<file path="config.mk">
export PLATFORM = sky130hd
export DESIGN_NAME = md_download_top
export DESIGN_NICKNAME = d
export VERILOG_FILES = /design/src/hdl/md_dl_pkg.sv /design/src/hdl/cart_header_scan.sv /design/src/hdl/region_select.sv /design/src/hdl/cheat_code_loader.sv /design/src/hdl/backup_ram_seq.sv /design/src/hdl/md_download_top.sv
export SDC_FILE = /design/constraint.sdc
export NUM_CORES = 1
export LEC_CHECK = 0
export BUFFER_PORTS_ARGS = -buffer_cell sky130_fd_sc_hd__buf_2
export CORE_UTILIZATION = 52
export CTS_CLUSTER_DIAMETER = 200
export DETAILED_ROUTE_END_ITERATION = 6
export GPL_TIMING_DRIVEN = 0
export HOLD_SLACK_MARGIN = 0.05
export PLACE_DENSITY = 0.89
export SLEW_MARGIN = 20
export SYNTH_ARGS = -nofsm -noshare
export SYNTH_HDL_FRONTEND = slang
export SYNTH_SLANG_ARGS = --single-unit
export TNS_END_PERCENT = 20
</file>
<file path="constraint.sdc">
create_clock -name clk_sys -period 5.8 [get_ports clk_sys]
set_input_delay 0.29 -clock clk_sys [delete_from_list [all_inputs] [get_ports clk_sys]]
set_output_delay 0.29 -clock clk_sys [all_outputs]
set_load 0.02 [all_outputs]
</file>
<file path="src/hdl/md_dl_pkg.sv">
/*
 Shared definitions for the Mega Drive download front end
   download bus widths and index kinds
   ROM header byte addresses
   region and region priority codes
   cheat code layout, seen as fields or as download words
*/
package md_dl_pkg;

	// Download bus
	localparam int DL_ADDR_W = 25;
	localparam int DL_DATA_W = 16;

	localparam logic [4:0] DL_INDEX_CART  = 5'd1;
	localparam logic [7:0] DL_INDEX_CHEAT = 8'hFF;

	// Header region field and end of header
	localparam logic [DL_ADDR_W-1:0] HDR_REGION_ADDR  = 25'h1F0;
	localparam logic [DL_ADDR_W-1:0] HDR_REGION2_ADDR = 25'h1F2;
	localparam logic [DL_ADDR_W-1:0] HDR_END_ADDR     = 25'h200;

	// Console regions
	localparam logic [1:0] REGION_JP = 2'd0;
	localparam logic [1:0] REGION_US = 2'd1;
	localparam logic [1:0] REGION_EU = 2'd2;

	// Header priority orders, first choice named first
	localparam logic [1:0] PRIO_UEJ = 2'd0;
	localparam logic [1:0] PRIO_EUJ = 2'd1;
	localparam logic [1:0] PRIO_UJE = 2'd2;
	localparam logic [1:0] PRIO_JUE = 2'd3;

	// Game Genie style code, fields from the top down
	typedef union packed {
		struct packed {
			logic [31:0] flags;
			logic [31:0] addr;
			logic [31:0] compare;
			logic [31:0] replace;
		} fields;
		logic [7:0][15:0] words;
	} cheat_code_u;

endpackage

</file>
<file path="src/hdl/cart_header_scan.sv">
/*
 Cartridge header scanner
   region letters J, U, E and the hex digit mask form
   sticky region flags, cleared when a cartridge download starts
   header ready level, set at the end of the header
*/
`timescale 1ns/10ps

module cart_header_scan (
	input  logic                             clk_sys,
	input  logic                             sys_reset,
	input  logic                             dl_active_i,
	input  logic [7:0]                       dl_index_i,
	input  logic                             dl_wr_i,
	input  logic [md_dl_pkg::DL_ADDR_W-1:0]  dl_addr_i,
	input  logic [md_dl_pkg::DL_DATA_W-1:0]  dl_data_i,
	output logic                             hdr_j_o,
	output logic                             hdr_u_o,
	output logic                             hdr_e_o,
	output logic                             hdr_ready_o
);

	logic       cart_dl;
	logic       cart_dl_q;
	logic       hdr_wr;
	logic [2:0] rgn_q;
	logic [2:0] rgn_d;
	logic [7:0] lo_byte;
	logic [7:0] hi_byte;
	logic [3:0] hex_val;

	// Flag bit per region letter, {E, U, J}
	function automatic logic [2:0] letter_mask(input logic [7:0] c);
		case (c)
			"J":     letter_mask = 3'b001;
			"U":     letter_mask = 3'b010;
			"E":     letter_mask = 3'b100;
			default: letter_mask = 3'b000;
		endcase
	endfunction

	assign cart_dl = dl_active_i && (dl_index_i[4:0] == md_dl_pkg::DL_INDEX_CART);
	assign hdr_wr  = cart_dl && dl_wr_i;
	assign lo_byte = dl_data_i[7:0];
	assign hi_byte = dl_data_i[15:8];
	// A to F land on 10 to 15
	assign hex_val = lo_byte[3:0] - 4'd7;

	always_comb begin
		rgn_d = rgn_q;
		if (hdr_wr && dl_addr_i == md_dl_pkg::HDR_REGION_ADDR) begin
			if (letter_mask(lo_byte) != 3'b000) begin
				rgn_d = rgn_q | letter_mask(lo_byte);
			end else if (lo_byte >= "0" && lo_byte <= "9") begin
				rgn_d = {lo_byte[3], lo_byte[2], lo_byte[0]};
			end else if (lo_byte >= "A" && lo_byte <= "F") begin
				rgn_d = {hex_val[3], hex_val[2], hex_val[0]};
			end
			rgn_d = rgn_d | letter_mask(hi_byte);
		end
		if (hdr_wr && dl_addr_i == md_dl_pkg::HDR_REGION2_ADDR) begin
			rgn_d = rgn_q | letter_mask(lo_byte);
		end
	end

	always_ff @(posedge clk_sys) begin
		if (sys_reset) begin
			cart_dl_q   <= 1'b0;
			rgn_q       <= 3'b000;
			hdr_ready_o <= 1'b0;
		end else begin
			cart_dl_q <= cart_dl;
			if (cart_dl && !cart_dl_q) begin
				rgn_q <= 3'b000;
			end else begin
				rgn_q <= rgn_d;
			end
			if (!cart_dl && cart_dl_q) begin
				hdr_ready_o <= 1'b0;
			end else if (hdr_wr && dl_addr_i == md_dl_pkg::HDR_END_ADDR) begin
				hdr_ready_o <= 1'b1;
			end
		end
	end

	assign hdr_j_o = rgn_q[0];
	assign hdr_u_o = rgn_q[1];
	assign hdr_e_o = rgn_q[2];

endmodule

</file>
<file path="src/hdl/region_select.sv">
/*
 Console region selection
   priority order lookup over the header flags
   region from the download index as an alternative
   region set level, held while the header stays ready
*/
`timescale 1ns/10ps

module region_select (
	input  logic       clk_sys,
	input  logic       sys_reset,
	input  logic       hdr_j_i,
	input  logic       hdr_u_i,
	input  logic       hdr_e_i,
	input  logic       hdr_ready_i,
	input  logic       auto_region_i,
	input  logic       use_index_i,
	input  logic [1:0] priority_i,
	input  logic [7:0] dl_index_i,
	output logic [1:0] region_o,
	output logic       region_set_o
);

	logic       ready_q;
	logic [2:0] hdr_flags;
	logic [5:0] order;
	logic [1:0] pick;

	// Indexed by region code
	assign hdr_flags = {hdr_e_i, hdr_u_i, hdr_j_i};

	// First choice in the top two bits
	always_comb begin
		case (priority_i)
			md_dl_pkg::PRIO_UEJ:
				order = {md_dl_pkg::REGION_US, md_dl_pkg::REGION_EU, md_dl_pkg::REGION_JP};
			md_dl_pkg::PRIO_EUJ:
				order = {md_dl_pkg::REGION_EU, md_dl_pkg::REGION_US, md_dl_pkg::REGION_JP};
			md_dl_pkg::PRIO_UJE:
				order = {md_dl_pkg::REGION_US, md_dl_pkg::REGION_JP, md_dl_pkg::REGION_EU};
			md_dl_pkg::PRIO_JUE:
				order = {md_dl_pkg::REGION_JP, md_dl_pkg::REGION_US, md_dl_pkg::REGION_EU};
		endcase
	end

	always_comb begin
		if (hdr_flags[order[5:4]]) begin
			pick = order[5:4];
		end else if (hdr_flags[order[3:2]]) begin
			pick = order[3:2];
		end else if (hdr_flags[order[1:0]]) begin
			pick = order[1:0];
		end else begin
			// No marker at all
			pick = order[5:4];
		end
	end

	always_ff @(posedge clk_sys) begin
		if (sys_reset) begin
			ready_q      <= 1'b0;
			region_o     <= md_dl_pkg::REGION_JP;
			region_set_o <= 1'b0;
		end else begin
			ready_q <= hdr_ready_i;
			if (auto_region_i && hdr_ready_i && !ready_q) begin
				if (use_index_i) begin
					region_set_o <= |dl_index_i;
					region_o     <= dl_index_i[7:6];
				end else begin
					region_set_o <= 1'b1;
					region_o     <= pick;
				end
			end
			if (!hdr_ready_i && ready_q) begin
				region_set_o <= 1'b0;
			end
		end
	end

endmodule

</file>
<file path="src/hdl/cheat_code_loader.sv">
/*
 Cheat code loader
   eight 16-bit download words into one 128-bit code
   one-cycle valid strobe after the last replace word
*/
`timescale 1ns/10ps

module cheat_code_loader (
	input  logic                             clk_sys,
	input  logic                             sys_reset,
	input  logic                             dl_active_i,
	input  logic [7:0]                       dl_index_i,
	input  logic                             dl_wr_i,
	input  logic [md_dl_pkg::DL_ADDR_W-1:0]  dl_addr_i,
	input  logic [md_dl_pkg::DL_DATA_W-1:0]  dl_data_i,
	output md_dl_pkg::cheat_code_u           code_o,
	output logic                             code_valid_o
);

	logic       cheat_wr;
	logic [2:0] word_sel;

	// Byte offsets are even, one word per write
	assign cheat_wr = dl_active_i && (dl_index_i == md_dl_pkg::DL_INDEX_CHEAT)
		&& dl_wr_i && !dl_addr_i[0];

	// Each field arrives low word first, fields in flags to replace order
	assign word_sel = {~dl_addr_i[3], ~dl_addr_i[2], dl_addr_i[1]};

	always_ff @(posedge clk_sys) begin
		if (cheat_wr) begin
			code_o.words[word_sel] <= dl_data_i;
		end
	end

	always_ff @(posedge clk_sys) begin
		if (sys_reset) begin
			code_valid_o <= 1'b0;
		end else begin
			// Replace top word closes the code
			code_valid_o <= cheat_wr && (dl_addr_i[3:0] == 4'hE);
		end
	end

endmodule

</file>
<file path="src/hdl/backup_ram_seq.sv">
/*
 Backup RAM save and load sequencer
   enable from a writable image mounted during a cartridge download
   manual load and save triggers, automatic load after download
   one sector request per block until SAVE_BLOCKS blocks are done
*/
`timescale 1ns/10ps

module backup_ram_seq #(
	parameter int SAVE_BLOCKS = 128
) (
	input  logic        clk_sys,
	input  logic        sys_reset,
	input  logic        dl_active_i,
	input  logic [7:0]  dl_index_i,
	input  logic        img_mounted_i,
	input  logic        img_readonly_i,
	input  logic        img_size_nz_i,
	input  logic        bk_load_i,
	input  logic        bk_save_i,
	input  logic        sd_ack_i,
	output logic [31:0] sd_lba_o,
	output logic        sd_rd_o,
	output logic        sd_wr_o,
	output logic        bk_busy_o,
	output logic        bk_loading_o
);

	localparam int              BLK_W    = $clog2(SAVE_BLOCKS);
	localparam logic [BLK_W-1:0] LAST_BLK = BLK_W'(SAVE_BLOCKS - 1);

	logic             cart_dl;
	logic             cart_dl_q;
	logic             load_q;
	logic             save_q;
	logic             ack_q;
	logic             bk_ena;
	logic [BLK_W-1:0] blk_q;

	assign cart_dl  = dl_active_i && (dl_index_i[4:0] == md_dl_pkg::DL_INDEX_CART);
	assign sd_lba_o = 32'(blk_q);

	always_ff @(posedge clk_sys) begin
		if (sys_reset) begin
			cart_dl_q    <= 1'b0;
			load_q       <= 1'b0;
			save_q       <= 1'b0;
			ack_q        <= 1'b0;
			bk_ena       <= 1'b0;
			blk_q        <= '0;
			sd_rd_o      <= 1'b0;
			sd_wr_o      <= 1'b0;
			bk_busy_o    <= 1'b0;
			bk_loading_o <= 1'b0;
		end else begin
			cart_dl_q <= cart_dl;
			load_q    <= bk_load_i;
			save_q    <= bk_save_i;
			ack_q     <= sd_ack_i;

			// Save image gets mounted while the cartridge loads
			if (cart_dl && !cart_dl_q) begin
				bk_ena <= 1'b0;
			end
			if (cart_dl && img_mounted_i && !img_readonly_i) begin
				bk_ena <= 1'b1;
			end

			// Host took the request
			if (sd_ack_i && !ack_q) begin
				sd_rd_o <= 1'b0;
				sd_wr_o <= 1'b0;
			end

			if (!bk_busy_o) begin
				if (bk_ena && ((bk_load_i && !load_q) || (bk_save_i && !save_q))) begin
					bk_busy_o    <= 1'b1;
					bk_loading_o <= bk_load_i && !load_q;
					blk_q        <= '0;
					sd_rd_o      <= bk_load_i && !load_q;
					sd_wr_o      <= !(bk_load_i && !load_q);
				end
				// Auto load once the cartridge is in
				if (!cart_dl && cart_dl_q && img_size_nz_i && bk_ena) begin
					bk_busy_o    <= 1'b1;
					bk_loading_o <= 1'b1;
					blk_q        <= '0;
					sd_rd_o      <= 1'b1;
					sd_wr_o      <= 1'b0;
				end
			end else if (!sd_ack_i && ack_q) begin
				if (blk_q == LAST_BLK) begin
					bk_busy_o    <= 1'b0;
					bk_loading_o <= 1'b0;
				end else begin
					blk_q   <= blk_q + BLK_W'(1);
					sd_rd_o <= bk_loading_o;
					sd_wr_o <= !bk_loading_o;
				end
			end
		end
	end

endmodule

</file>
<file path="src/hdl/md_download_top.sv">
/*
 Download front end top level
   header scan feeding region select
   cheat code loader
   backup RAM sequencer, SAVE_BLOCKS set here
*/
`timescale 1ns/10ps

module md_download_top #(
	parameter int SAVE_BLOCKS = 128
) (
	input  logic                             clk_sys,
	input  logic                             sys_reset,
	input  logic                             dl_active_i,
	input  logic [7:0]                       dl_index_i,
	input  logic                             dl_wr_i,
	input  logic [md_dl_pkg::DL_ADDR_W-1:0]  dl_addr_i,
	input  logic [md_dl_pkg::DL_DATA_W-1:0]  dl_data_i,
	input  logic                             auto_region_i,
	input  logic                             use_index_i,
	input  logic [1:0]                       priority_i,
	input  logic                             img_mounted_i,
	input  logic                             img_readonly_i,
	input  logic                             img_size_nz_i,
	input  logic                             bk_load_i,
	input  logic                             bk_save_i,
	input  logic                             sd_ack_i,
	output logic [1:0]                       region_o,
	output logic                             region_set_o,
	output md_dl_pkg::cheat_code_u           code_o,
	output logic                             code_valid_o,
	output logic [31:0]                      sd_lba_o,
	output logic                             sd_rd_o,
	output logic                             sd_wr_o,
	output logic                             bk_busy_o,
	output logic                             bk_loading_o
);

	logic hdr_j;
	logic hdr_u;
	logic hdr_e;
	logic hdr_ready;

	//////////////////////////////
	// Region
	cart_header_scan u_hdr (
		.clk_sys(clk_sys), .sys_reset(sys_reset),
		.dl_active_i(dl_active_i), .dl_index_i(dl_index_i), .dl_wr_i(dl_wr_i),
		.dl_addr_i(dl_addr_i), .dl_data_i(dl_data_i),
		.hdr_j_o(hdr_j), .hdr_u_o(hdr_u), .hdr_e_o(hdr_e), .hdr_ready_o(hdr_ready)
	);

	region_select u_region (
		.clk_sys(clk_sys), .sys_reset(sys_reset),
		.hdr_j_i(hdr_j), .hdr_u_i(hdr_u), .hdr_e_i(hdr_e), .hdr_ready_i(hdr_ready),
		.auto_region_i(auto_region_i), .use_index_i(use_index_i),
		.priority_i(priority_i), .dl_index_i(dl_index_i),
		.region_o(region_o), .region_set_o(region_set_o)
	);

	//////////////////////////////
	// Cheats
	cheat_code_loader u_cheat (
		.clk_sys(clk_sys), .sys_reset(sys_reset),
		.dl_active_i(dl_active_i), .dl_index_i(dl_index_i), .dl_wr_i(dl_wr_i),
		.dl_addr_i(dl_addr_i), .dl_data_i(dl_data_i),
		.code_o(code_o), .code_valid_o(code_valid_o)
	);

	//////////////////////////////
	// Backup RAM
	backup_ram_seq #(.SAVE_BLOCKS(SAVE_BLOCKS)) u_bkram (
		.clk_sys(clk_sys), .sys_reset(sys_reset),
		.dl_active_i(dl_active_i), .dl_index_i(dl_index_i),
		.img_mounted_i(img_mounted_i), .img_readonly_i(img_readonly_i),
		.img_size_nz_i(img_size_nz_i), .bk_load_i(bk_load_i), .bk_save_i(bk_save_i),
		.sd_ack_i(sd_ack_i), .sd_lba_o(sd_lba_o), .sd_rd_o(sd_rd_o), .sd_wr_o(sd_wr_o),
		.bk_busy_o(bk_busy_o), .bk_loading_o(bk_loading_o)
	);

endmodule

</file>
==> impl_metrics.ini <==
[run_status]
status = finished clean

[sta]
slew_headroom = 0.335
setup_tns_ps = 0
layout_min_cycle_time_ps = 1990
final_hold_viol_count = 0
drv_slew = 0
rsz0062_at_grt = no
fmax_ghz = 0.504
finClkSkew_ps = 8.06
post-route-period-util = 0.342
hold_ws_ps = 75.0
tightest_slew_ps = 998
setup_violations = 0

[layout]
final_common_cell = buf_2
fin_nets = 690
syn2layout_area_growth_pct = 34.4
nFillCells = 723
drive_above_1_share = 0.435
most-common-layout-cells = 204 x buf_2, 128 x edfxtp_1, 29 x buf_4
final_util = 0.733
antennaDiodeCount = 0

[critical_path]
path_delay_family = simple AND/OR/NAND/NOR gates
cp_slowest_cell = and2_1
regToRegSetupSlack_ps = 3890
criticalPathCategory = in2reg
cp_data_arrival_time_ps = 2110
timing.rr.end = u_bkram.blk_q[3]
start_kind = primary input
path_buf_inv = 1
critPathMaxStageDelay_ps = 880
cp.required_ps = 5920
path_max_fanout = 16
r2r_start = u_bkram.blk_q[0]
worstPathCellList = buf_2 > nand4b_1 > nor4_1 > and2_1
cp-end-kind = flip-flop
rr_worst_depth = 6

[global_route]
overflow = 0
grt_usage = 0.239
grt_pass1_vias = 3812
grt_pass1_wl_mm = 20.1
antenna_found_initial = 0
grt_max_degree = 17

[pwr]
seq_power_share = 0.512
p_leak_nw = 3.12
pwr-share-comb = 0.042
switchingPower_mw = 0.484
p_int_mw = 1.84
power_density_mw_per_mm2 = 303
irDropWorstVdd_v = 0.000227
pwr-share-clk = 0.446
netSwitchingFraction = 0.208

[hold_path]
holdPathEnd = u_cheat.code_o[62]
hp-class = in2reg
whs_path_depth = 1
hold_start = dl_data_i[14]

[detailed_routing]
ant_nets = 0
viasPerCell = 5.21
vias = 4041
drt_wl_total_mm = 13.5
drc = 0
wl_per_cell_microns = 17.4
drt_iter0_drc = 261
firstDrtPassIters = 5

[clock_network]
cts_buffers = 17
cts_max_path_buffers = 2
clockRootBuffer = clkbuf_8
clkSinkCount = 153
cts_max_level = 4
cts_tree = built
clk_pin_slew_ps = 60
insertion_delay_ps = 510

[synthesis]
synth_top_flop_cell = edfxtp_1
syn_inst = 369
synth_edf_count = 128
yosysWarnings = 0
synth_seq_cells = 153
async_reset_ff_frac = 0
ys_seq_area_frac = 0.761
syn_avg_cell_area_sq_um = 15.5
netlist_area_sq_mm = 0.00571
ys_types = 58

[floorplanning]
start_util = 0.546
die_y_microns = 107
rows = 37
core_sq_mm = 0.0105
pin_count = 231
dieArea_sq_mm = 0.0114
die_w_microns = 107

[job]
max_cap_violations = 0

[placement]
port_buffers = 204
hpwl_mm = 9.73
gp_congestion = 0.867
==> power by group through the flow <==
stage | Sequential [mW] | Combinational [mW] | Clock (mW)
2_1_floorplan | 1.22 | 0.0481 | 0
3_3_place_gp | 1.21 | 0.0913 | 0
3_5_place_dp | 1.21 | 0.0950 | 0
4_1_cts | 1.19 | 0.0969 | 1.05
5_1_grt | 1.19 | 0.107 | 1.10
6_report | 1.19 | 0.0988 | 1.04
==> worst max-delay path by stage <==
stage               cells past startpoint             endpoint  slack, ps    startpoint
finish                                  4  u_cheat.code_o[110]       3810  dl_addr_i[0]
global route                            4  u_cheat.code_o[110]       3690  dl_addr_i[0]
CTS                                     4  u_cheat.code_o[110]       3790  dl_addr_i[0]
detailed placement                      4  u_cheat.code_o[104]       3260  dl_addr_i[0]
global placement                        5   u_cheat.code_o[84]       2130  dl_addr_i[0]
floorplan                               4   u_cheat.code_o[80]       3310  dl_addr_i[0]
==> worst register-to-register path: stages, from the launching register on <==
cell	delay, ps
dfxtp_1	350
ha_1	270
and3_1	260
nor3_2	510
nand2_1	150
xor2_1	190
nor2_1	60
==> layout make-up <==
| type | instances | area, sq um | area share |
|---|---|---|---|
| multi-input cells | 204 | 1240 | 0.161 |
| plain buffers | 29 | 210 | 0.0274 |
| clock buffers | 18 | 418 | 0.0545 |
| flip-flops and latches | 153 | 4340 | 0.566 |
| repair buffers | 214 | 1120 | 0.146 |
| well taps | 136 | 170 | 0.0222 |
| clock inverters | 14 | 149 | 0.0194 |
| inverters | 7 | 26.3 | 0.00342 |
==> logic make-up (layout without fill, tap and decap cells) <==
| group | Yosys count | in the layout | share of synthesized area |
|---|---|---|---|
| other cells | 1 | 25 | 0.000657 |
| xor+xnor | 4 | 4 | 0.00614 |
| compound gates | 51 | 51 | 0.0640 |
| flops | 153 | 153 | 0.761 |
| simple gates | 123 | 123 | 0.125 |
| fa+ha+maj | 1 | 1 | 0.00219 |
| buf+inv | 36 | 282 | 0.0414 |
==> stage by stage <==
step / power [mW] / cell area [sq um] / cells / setup slack, ps
2_1_floorplan: 1.26 / 5800 / 393 / 3310
3_3_place_gp: 1.31 / 6990 / 733 / 2130
3_5_place_dp: 1.31 / 7080 / 740 / 3260
4_1_cts: 2.34 / 7670 / 775 / 3790
5_1_grt: 2.40 / 7670 / 775 / 3690
6_report: 2.33 / 7670 / 775 / 3810
==> flip-flops by register name (all words and copies together), names as in the netlist <==
signal	flops
u_cheat.code_o	128
u_bkram.blk_q	7
u_hdr.rgn_q	3
u_region.region_o	2
u_bkram.ack_q	1
u_bkram.bk_busy_o	1
u_bkram.bk_ena	1
u_bkram.bk_loading_o	1
u_bkram.cart_dl_q	1
u_bkram.load_q	1
u_bkram.save_q	1
u_bkram.sd_rd_o	1
u_bkram.sd_wr_o	1
u_cheat.code_valid_o	1
u_hdr.hdr_ready_o	1
u_region.ready_q	1
u_region.region_set_o	1
==> what timing repair did <==
item	CTS	global route
resized for setup	0	0
endpoints found under the hold margin	3	0
hold buffers	3	0
setup buffers	0	0
==> per-layer routing <==
metal,vias to the layer above,GRT usage,wire length (microns)
li1,1876,-,-
met1,1917,0.299,5530
met2,232,0.409,6780
met3,16,0.0529,955
met4,0,0.0871,214
met5,-,0,0
==> cells in the mapped netlist (4+ instances only) <==
| cell | instances | share of area |
|---|---|---|
| nand2_1 | 22 | 0.014 |
| nor2b_1 | 10 | 0.011 |
| inv_1 | 7 | 0.0046 |
| nor4_1 | 4 | 0.0044 |
| and3b_1 | 4 | 0.0061 |
| nand3_1 | 6 | 0.0053 |
| a31oi_1 | 6 | 0.0066 |
| nor3_1 | 11 | 0.0096 |
| edfxtp_1 | 128 | 0.67 |
| a21oi_1 | 12 | 0.011 |
| buf_4 | 25 | 0.033 |
| o21ai_1 | 4 | 0.0035 |
| nor2_1 | 28 | 0.018 |
| o211ai_1 | 6 | 0.0079 |
| nand4_1 | 6 | 0.0066 |
| xor2_1 | 4 | 0.0061 |
| dfxtp_1 | 25 | 0.088 |
| nand2b_1 | 7 | 0.0077 |
Power figures use the tool's default switching activity.
